## src/logic/exceptPkg.sv

```systemverilog
package exceptPkg;

    // **************************************************
    // cp0 register addresses
    // **************************************************
    localparam logic [4:0] CP0_BADVADDR = 5'd8;
    localparam logic [4:0] CP0_STATUS   = 5'd12;
    localparam logic [4:0] CP0_CAUSE    = 5'd13;
    localparam logic [4:0] CP0_EPC      = 5'd14;

    // exception codes written into cause.ExcCode
    localparam logic [4:0] EXC_INT  = 5'd0;
    localparam logic [4:0] EXC_ADEL = 5'd4;
    localparam logic [4:0] EXC_ADES = 5'd5;
    localparam logic [4:0] EXC_SYS  = 5'd8;
    localparam logic [4:0] EXC_BP   = 5'd9;
    localparam logic [4:0] EXC_RI   = 5'd10;
    localparam logic [4:0] EXC_OV   = 5'd12;

    // general exception entry, BEV=1
    localparam logic [31:0] TRAP_VECTOR  = 32'hBFC0_0380;
    // BEV set, IE/EXL/IM clear
    localparam logic [31:0] STATUS_RESET = 32'h0040_0000;

    // status fields
    localparam int STATUS_IE    = 0;
    localparam int STATUS_EXL   = 1;
    localparam int STATUS_IM_LO = 8;
    localparam int STATUS_IM_HI = 15;

    // cause fields, hw interrupt lines land in IP[7:2]
    localparam int CAUSE_EXC_LO  = 2;
    localparam int CAUSE_EXC_HI  = 6;
    localparam int CAUSE_IP_LO   = 8;
    localparam int CAUSE_HWIP_LO = 10;
    localparam int CAUSE_IP_HI   = 15;
    // IP[1:0], WP, IV are the only software-writable bits
    localparam logic [31:0] CAUSE_WR_MASK = 32'h00C0_0300;

    // **************************************************
    // shared types
    // **************************************************
    // msb first, declaration order is also priority order
    typedef struct packed {
        logic interrupt;
        logic fetchAddrErr;
        logic reservedInstr;
        logic syscall;
        logic breakpoint;
        logic overflow;
        logic storeAddrErr;
        logic loadAddrErr;
        logic eret;
    } exceptFlags_t;

    // write enables carried with an instruction
    typedef struct packed {
        logic rfWr;
        logic cp0Wr;
        logic hiloWr;
    } regsWrType_t;

    // mtc0 write from writeback
    typedef struct packed {
        logic        wr;
        logic [4:0]  addr;
        logic [31:0] data;
    } cp0Write_t;

    typedef struct packed {
        logic [31:0] status;
        logic [31:0] cause;
        logic [31:0] epc;
    } cp0View_t;

    // trap or eret record applied to cp0 at the next edge
    typedef struct packed {
        logic        take;
        logic        isEret;
        logic [4:0]  excCode;
        logic        setBadVAddr;
        logic [31:0] epc;
        logic [31:0] badVAddr;
    } trapCommit_t;

    typedef enum logic [1:0] {
        NPC_NONE = 2'd0,
        NPC_TRAP = 2'd1,
        NPC_ERET = 2'd2
    } npcSel_e;

endpackage
```

## src/logic/exceptTop.sv

```systemverilog
`timescale 1ns/1ps

module exceptTop (
    input  logic                    clk_i,
    input  logic                    rstN_i,
    input  logic                    instValid_i,
    input  logic [31:0]             pc_i,
    input  logic [31:0]             memAddr_i,
    input  exceptPkg::exceptFlags_t pipeFlags_i,
    input  exceptPkg::regsWrType_t  memWrType_i,
    input  exceptPkg::cp0Write_t    wbCp0Wr_i,
    input  logic [5:0]              hwInt_i,
    input  logic [4:0]              cp0RdAddr_i,
    output exceptPkg::regsWrType_t  memWrType_o,
    output logic                    flush_o,
    output exceptPkg::npcSel_e      npcSel_o,
    output logic [31:0]             redirectPc_o,
    output exceptPkg::exceptFlags_t excFlags_o,
    output logic [31:0]             cp0RdData_o
);

    exceptPkg::cp0View_t     storedView;
    exceptPkg::cp0View_t     curView;
    exceptPkg::exceptFlags_t flags;
    exceptPkg::trapCommit_t  commit;

    // **************************************************
    // cp0 state and forwarding half
    // **************************************************
    cp0Regs cp0Regs_inst (
        .clk_i        (clk_i),
        .rstN_i       (rstN_i),
        .wbCp0Wr_i    (wbCp0Wr_i),
        .hwInt_i      (hwInt_i),
        .commit_i     (commit),
        .rdAddr_i     (cp0RdAddr_i),
        .storedView_o (storedView),
        .rdData_o     (cp0RdData_o)
    );

    cp0Bypass cp0Bypass_inst (
        .storedView_i (storedView),
        .wbCp0Wr_i    (wbCp0Wr_i),
        .curView_o    (curView)
    );

    // **************************************************
    // flag half and resolver
    // **************************************************
    exceptCollect exceptCollect_inst (
        .instValid_i (instValid_i),
        .pc_i        (pc_i),
        .pipeFlags_i (pipeFlags_i),
        .flags_o     (flags)
    );

    exceptResolve exceptResolve_inst (
        .instValid_i  (instValid_i),
        .pc_i         (pc_i),
        .memAddr_i    (memAddr_i),
        .flags_i      (flags),
        .curView_i    (curView),
        .memWrType_i  (memWrType_i),
        .excFlags_o   (excFlags_o),
        .memWrType_o  (memWrType_o),
        .flush_o      (flush_o),
        .npcSel_o     (npcSel_o),
        .redirectPc_o (redirectPc_o),
        .commit_o     (commit)
    );

endmodule

```

## src/logic/exceptResolve.sv

```systemverilog
`timescale 1ns/1ps

module exceptResolve (
    input  logic                    instValid_i,
    input  logic [31:0]             pc_i,
    input  logic [31:0]             memAddr_i,
    input  exceptPkg::exceptFlags_t flags_i,
    input  exceptPkg::cp0View_t     curView_i,
    input  exceptPkg::regsWrType_t  memWrType_i,
    output exceptPkg::exceptFlags_t excFlags_o,
    output exceptPkg::regsWrType_t  memWrType_o,
    output logic                    flush_o,
    output exceptPkg::npcSel_e      npcSel_o,
    output logic [31:0]             redirectPc_o,
    output exceptPkg::trapCommit_t  commit_o
);

    logic                    intPending;
    exceptPkg::exceptFlags_t allFlags;
    logic                    anyExc;

    // **************************************************
    // interrupt detection
    // **************************************************
    // pending & unmasked, not in exception level, IE on
    assign intPending = instValid_i
        && ((curView_i.cause[exceptPkg::CAUSE_IP_HI:exceptPkg::CAUSE_IP_LO]
             & curView_i.status[exceptPkg::STATUS_IM_HI:exceptPkg::STATUS_IM_LO]) != 8'h00)
        && !curView_i.status[exceptPkg::STATUS_EXL]
        && curView_i.status[exceptPkg::STATUS_IE];

    always_comb begin
        allFlags           = flags_i;
        allFlags.interrupt = intPending;
    end

    // **************************************************
    // priority select, highest first
    // **************************************************
    always_comb begin
        excFlags_o           = '0;
        commit_o             = '0;
        commit_o.epc         = pc_i;
        if (allFlags.interrupt) begin
            excFlags_o.interrupt = 1'b1;
            commit_o.excCode     = exceptPkg::EXC_INT;
        end else if (allFlags.fetchAddrErr) begin
            // bad fetch address is the pc itself
            excFlags_o.fetchAddrErr = 1'b1;
            commit_o.excCode        = exceptPkg::EXC_ADEL;
            commit_o.setBadVAddr    = 1'b1;
            commit_o.badVAddr       = pc_i;
        end else if (allFlags.reservedInstr) begin
            excFlags_o.reservedInstr = 1'b1;
            commit_o.excCode         = exceptPkg::EXC_RI;
        end else if (allFlags.syscall) begin
            excFlags_o.syscall = 1'b1;
            commit_o.excCode   = exceptPkg::EXC_SYS;
        end else if (allFlags.breakpoint) begin
            excFlags_o.breakpoint = 1'b1;
            commit_o.excCode      = exceptPkg::EXC_BP;
        end else if (allFlags.overflow) begin
            excFlags_o.overflow = 1'b1;
            commit_o.excCode    = exceptPkg::EXC_OV;
        end else if (allFlags.storeAddrErr) begin
            excFlags_o.storeAddrErr = 1'b1;
            commit_o.excCode        = exceptPkg::EXC_ADES;
            commit_o.setBadVAddr    = 1'b1;
            commit_o.badVAddr       = memAddr_i;
        end else if (allFlags.loadAddrErr) begin
            excFlags_o.loadAddrErr = 1'b1;
            commit_o.excCode       = exceptPkg::EXC_ADEL;
            commit_o.setBadVAddr   = 1'b1;
            commit_o.badVAddr      = memAddr_i;
        end else if (allFlags.eret) begin
            // lowest, only when nothing else fired
            excFlags_o.eret = 1'b1;
            commit_o.isEret = 1'b1;
        end
        commit_o.take = |excFlags_o;
    end

    assign anyExc = |excFlags_o;

    // **************************************************
    // flush, redirect, write suppression
    // **************************************************
    assign flush_o      = anyExc;
    assign memWrType_o  = anyExc ? '0 : memWrType_i;
    assign npcSel_o     = !anyExc         ? exceptPkg::NPC_NONE :
                          excFlags_o.eret ? exceptPkg::NPC_ERET : exceptPkg::NPC_TRAP;
    // eret returns through the forwarded epc
    assign redirectPc_o = excFlags_o.eret ? curView_i.epc : exceptPkg::TRAP_VECTOR;

endmodule

```

## src/logic/exceptCollect.sv

```systemverilog
`timescale 1ns/1ps

module exceptCollect (
    input  logic                    instValid_i,
    input  logic [31:0]             pc_i,
    input  exceptPkg::exceptFlags_t pipeFlags_i,
    output exceptPkg::exceptFlags_t flags_o
);

    // fetch address must be word aligned
    logic pcMisaligned;

    assign pcMisaligned = (pc_i[1:0] != 2'b00);

    // **************************************************
    // flag gathering
    // **************************************************
    always_comb begin
        flags_o = '0;

        // bubble or stall, nothing is raised
        if (instValid_i) begin
            // interrupt comes from the resolver
            flags_o.interrupt     = 1'b0;
            // checked here, the pipeline bit is ignored
            flags_o.fetchAddrErr  = pcMisaligned;
            // decode / execute flags copied as is
            flags_o.reservedInstr = pipeFlags_i.reservedInstr;
            flags_o.syscall       = pipeFlags_i.syscall;
            flags_o.breakpoint    = pipeFlags_i.breakpoint;
            flags_o.overflow      = pipeFlags_i.overflow;
            flags_o.storeAddrErr  = pipeFlags_i.storeAddrErr;
            flags_o.loadAddrErr   = pipeFlags_i.loadAddrErr;
            flags_o.eret          = pipeFlags_i.eret;
        end
    end

endmodule

```

## src/logic/cp0Bypass.sv

```systemverilog
`timescale 1ns/1ps

module cp0Bypass (
    input  exceptPkg::cp0View_t  storedView_i,
    input  exceptPkg::cp0Write_t wbCp0Wr_i,
    output exceptPkg::cp0View_t  curView_o
);

    logic statusHit;
    logic causeHit;
    logic epcHit;

    // **************************************************
    // writeback address match
    // **************************************************
    assign statusHit = wbCp0Wr_i.wr && (wbCp0Wr_i.addr == exceptPkg::CP0_STATUS);
    assign causeHit  = wbCp0Wr_i.wr && (wbCp0Wr_i.addr == exceptPkg::CP0_CAUSE);
    assign epcHit    = wbCp0Wr_i.wr && (wbCp0Wr_i.addr == exceptPkg::CP0_EPC);

    // **************************************************
    // forwarded values
    // **************************************************
    always_comb begin
        curView_o = storedView_i;

        // status is fully writable
        if (statusHit) begin
            curView_o.status = wbCp0Wr_i.data;
        end

        // masked merge, pending hw interrupts
        // and ExcCode stay visible
        if (causeHit) begin
            curView_o.cause = (storedView_i.cause & ~exceptPkg::CAUSE_WR_MASK)
                            | (wbCp0Wr_i.data & exceptPkg::CAUSE_WR_MASK);
        end

        // new epc goes straight to an eret in mem
        if (epcHit) begin
            curView_o.epc = wbCp0Wr_i.data;
        end
    end

endmodule

```

## src/logic/cp0Regs.sv

```systemverilog
`timescale 1ns/1ps

module cp0Regs (
    input  logic                   clk_i,
    input  logic                   rstN_i,
    input  exceptPkg::cp0Write_t   wbCp0Wr_i,
    input  logic [5:0]             hwInt_i,
    input  exceptPkg::trapCommit_t commit_i,
    input  logic [4:0]             rdAddr_i,
    output exceptPkg::cp0View_t    storedView_o,
    output logic [31:0]            rdData_o
);

    logic [31:0] status;
    logic [31:0] cause;
    logic [31:0] epc;
    logic [31:0] badVAddr;

    // **************************************************
    // register update
    // **************************************************
    // later assignments win, so commit overrides the
    // writeback write on any field both of them touch
    always_ff @(posedge clk_i) begin
        if (!rstN_i) begin
            status   <= exceptPkg::STATUS_RESET;
            cause    <= '0;
            epc      <= '0;
            badVAddr <= '0;
        end else begin
            // mtc0 from writeback
            if (wbCp0Wr_i.wr) begin
                case (wbCp0Wr_i.addr)
                    exceptPkg::CP0_STATUS: begin
                        status <= wbCp0Wr_i.data;
                    end
                    exceptPkg::CP0_CAUSE: begin
                        // only IP[1:0], WP, IV change
                        cause <= (cause & ~exceptPkg::CAUSE_WR_MASK)
                               | (wbCp0Wr_i.data & exceptPkg::CAUSE_WR_MASK);
                    end
                    exceptPkg::CP0_EPC: begin
                        epc <= wbCp0Wr_i.data;
                    end
                    // badvaddr is read-only
                    default: begin
                    end
                endcase
            end

            // hw interrupt lines sampled every cycle
            cause[exceptPkg::CAUSE_IP_HI:exceptPkg::CAUSE_HWIP_LO] <= hwInt_i;

            // trap / eret commit
            if (commit_i.take) begin
                if (commit_i.isEret) begin
                    // leave exception level
                    status[exceptPkg::STATUS_EXL] <= 1'b0;
                end else begin
                    status[exceptPkg::STATUS_EXL] <= 1'b1;
                    epc <= commit_i.epc;
                    cause[exceptPkg::CAUSE_EXC_HI:exceptPkg::CAUSE_EXC_LO] <= commit_i.excCode;
                    // address errors only
                    if (commit_i.setBadVAddr) begin
                        badVAddr <= commit_i.badVAddr;
                    end
                end
            end
        end
    end

    // stored state for the bypass
    assign storedView_o.status = status;
    assign storedView_o.cause  = cause;
    assign storedView_o.epc    = epc;

    // **************************************************
    // mfc0 read port
    // **************************************************
    always_comb begin
        case (rdAddr_i)
            exceptPkg::CP0_BADVADDR: rdData_o = badVAddr;
            exceptPkg::CP0_STATUS:   rdData_o = status;
            exceptPkg::CP0_CAUSE:    rdData_o = cause;
            exceptPkg::CP0_EPC:      rdData_o = epc;
            // unimplemented registers read as zero
            default:                 rdData_o = '0;
        endcase
    end

endmodule

```

## config.mk

```make
export PLATFORM = sky130hd
export DESIGN_NAME = exceptTop
export DESIGN_NICKNAME = d
export VERILOG_FILES = /design/src/logic/exceptPkg.sv /design/src/logic/exceptTop.sv /design/src/logic/exceptResolve.sv /design/src/logic/exceptCollect.sv /design/src/logic/cp0Bypass.sv /design/src/logic/cp0Regs.sv
export SDC_FILE = /design/constraint.sdc
export NUM_CORES = 1
export LEC_CHECK = 0
export ABC_AREA = 1
export ABC_CLOCK_PERIOD_IN_PS = 4900
export BUFFER_PORTS_ARGS = -buffer_cell sky130_fd_sc_hd__buf_2
export CAP_MARGIN = 10
export CORE_UTILIZATION = 40
export CTS_BUF_LIST = sky130_fd_sc_hd__clkbuf_8
export DETAILED_ROUTE_END_ITERATION = 12
export GPL_ROUTABILITY_DRIVEN = 1
export PLACE_DENSITY = 0.66
export SLEW_MARGIN = 20
export SYNTH_ARGS = -nofsm -noshare
export SYNTH_HDL_FRONTEND = slang
export SYNTH_SLANG_ARGS = --single-unit
```

## constraint.sdc

```tcl
create_clock -name clk_i -period 4.9 [get_ports clk_i]
set_input_delay 0.49 -clock clk_i [delete_from_list [all_inputs] [get_ports clk_i]]
set_output_delay 0.49 -clock clk_i [all_outputs]
set_load 0.02 [all_outputs]
```

==> reports/results.ini <==
[logic_synthesis]
synth_fp_nets=1073
synth_top_cell_area_share_pct=37.3
syn_inst=945
seq_area_frac_synth_pct=37.3
async_flop_share_pct=0
yosysUniqueCellTypes=32
synth_largest_area_cell=dfxtp_1
yosysMostFrequentCell=nand2_1
ys.warnings.count=0
synth_area_um2=5900
synthTopCellsByArea=dfxtp_1 37%, nand2_1 20%, nor2_1 7.6%
synth_edf_count=0
synth_ff_type=dfxtp_1
synth-seq-cells=110
synthTopCellsByCount=321 x nand2_1, 119 x nor2_1, 110 x dfxtp_1, 78 x inv_1
synth.avg_cell_area_um2=6.25

[placed_design]
placed_cells=1283
port_buffers=204
gp_congestion=0.846
place_hpwl_mm=12.9

[worst_setup_path]
crit_path_end_kind=output pin
worst-setup-path-type=in -> out
path_depth=17
crit_slowest_cell=inv_1
crit_path_max_fanout=20
crit_family=simple AND/OR/NAND/NOR gates
cp_cell_sequence=buf_2 > inv_1 > nand2_1 > nor2_1 > nand3_1 > nand2_1 > nand2_1 > nand2_1 > nor2_1 > nand2_1 > nand2_2 > inv_2 > nor2_1 > buf_4 > inv_1 > nor2_1 > buf_2
r2r_slack_ns=2.11
crit_top_cell=nand2_1
required_ns=4.41
critPathArrivalTime_ns=3.46
rr_endpoint=cp0Regs_inst.epc[2]
cp_slowest_stage_delay_ns=0.73
startpoint_type=primary input
critPathBufInv=6
reg2reg_from=cp0Regs_inst.status[15]
ff2ff_path_depth=16

[final_layout]
fin_nets=1238
nFillCells=1559
syn_to_final_growth_pct=21.8
final_core_util_pct=49.7
drive_above_1_share_pct=22.2
instances_no_fill=1301

[drt]
firstDrtPassIters=5
post-route-drc-count=0
drt-met1-wl_mm=8.98
ant_nets=0
maxUsedRoutingLayer=met5
routed_wl_mm=19.8
viasPerCell=5.11
route.met2.wl_mm=9.26
wl_per_cell_um=15.2
wl_met3_mm=1.27
vias=6643
drt_iter0_drc=378

[clock_network]
cts_sinks=110
hold_buffers=0
clkTransAtPathRegs_ns=0.10
clk_latency_ns=0.39
cts_resized=0
clk_path_buf_depth=2
post_cts_buffers=0
cts_tree=yes
numCtsBuffers=9
cts-root-buf=clkbuf_8
cts.htree.levels=3

[sta]
finalCriticalPeriod_ns=3.95
slew_viol_final=0
finalSetupTns_ns=0
max_slew_margin_pct=33.8
finClkSkew_ns=0.0121
grt_setup_unrepaired=false
fin_crit_sh_pct=80.6
finalSetupViolCount=0
worstMarginPinSlew_ns=0.991
fmax_mhz=253
hold_violations=0

[global_route]
overflow=0
track_usage_pct=26.4
grt_pass1_wl_mm=30.5
grt_start_max_net_pins=73
grt_pass1_vias=6100
antenna_found_initial=3

[floorplanning]
fp.dieArea_um2=15200
core_um2=14500
initial_core_util_pct=40.8
row_count=44
die_h_um=123
die_x_um=123
ioPinCount=207

[power]
power_uw=1860
power_leakage_uw=0.00349
ir_drop_mv=0.148
power.density_nw_per_um2=259

[worst_hold_path]
hold_path_end=cp0Regs_inst.cause[10]
holdPathStages=3
min_from=hwInt_i[0]
hold_class=in -> reg

[outcome]
status=finished, final reports clean

[run]
cap_violations=0

==> per-stage QoR <==
stage | instance area, µm² | worst slack, ns | hold WS [ns]
finish | 7190 | 0.948 | 0.275
global route | 7190 | 0.607 | 0.272
CTS | 7190 | 0.951 | 0.253
detailed placement | 7010 | 0.963 | 0.455
global placement | 7010 | 0.969 | 0.453
floorplan | 5900 | 2.19 | 0.440
==> sequential cells by signal, indices dropped and copies added (netlist names) <==
signal                 cells
cp0Regs_inst.status       32
cp0Regs_inst.epc          32
cp0Regs_inst.cause        14
cp0Regs_inst.badVAddr     32
==> worst register-to-register path, stage by stage (launching register included) <==
cell	delay [ns]
dfxtp_1	0.32
inv_1	0.06
nand2_1	0.07
nand3_1	0.12
nand2_1	0.07
nor2_1	0.11
nand2_1	0.12
nand2_2	0.09
buf_4	0.46
nand3_1	0.13
inv_1	0.09
nand3_2	0.14
nand2_2	0.25
buf_4	0.40
nand2_1	0.11
nand2_1	0.08
nor2_1	0.05
==> placed cells by master (no fill, tap or decap), drive strengths merged, types with 3 or more instances in the layout <==
cell / instances
a21oi: 34
o2111ai: 14
dfxtp: 110
clkinvlp: 3
a31oi: 32
o21ai: 71
o211ai: 17
nor4: 3
inv: 82
clkbuf: 10
nor2: 121
buf: 218
nor3: 5
nand3: 67
nand2: 323
==> how the worst max path moves through the flow <==
stage / start / end / slack [ns]
finish: wbCp0Wr_i[36] / redirectPc_o[5] / 0.95
global route: wbCp0Wr_i[35] / redirectPc_o[2] / 0.61
CTS: wbCp0Wr_i[36] / redirectPc_o[12] / 0.95
detailed placement: wbCp0Wr_i[36] / redirectPc_o[20] / 0.96
global placement: wbCp0Wr_i[36] / redirectPc_o[30] / 0.97
floorplan: wbCp0Wr_i[37] / npcSel_o[0] / 2.19
==> layout make-up <==
class	count	area (µm²)	share of cell area, %
multi-input combinational	692	3140	43.7
tap	184	230	3.20
clock inverter	6	38.8	0.539
inverter	79	297	4.12
antenna	2	5.00	0.0696
timing repair buffer	218	1140	15.8
sequential	110	2200	30.6
clock buffer	10	138	1.91
==> cells by family (layout without fill, tap and decap cells) <==
group           count (synthesis)  in the layout  synth area share [%]
flops                         110            110                  37.3
other cells                     0              2                     0
buf+inv                       143            313                  10.0
simple gates                  523            523                  35.8
compound gates                169            169                  16.9
==> metal layers <==
layer / global-route usage [%] / up-vias
li1: - / 3374
met1: 33.9 / 3021
met2: 44.7 / 218
met3: 5.12 / 28
met4: 8.06 / 2
met5: 0 / -
==> power breakdown <==
group / internal [µW] / leakage (µW) / switching [µW]
sequential: 955 / 0.000905 / 21.9
combinational: 128 / 0.00250 / 239
clock: 197 / 0.0000875 / 320
Power figures use the tool's default switching activity.
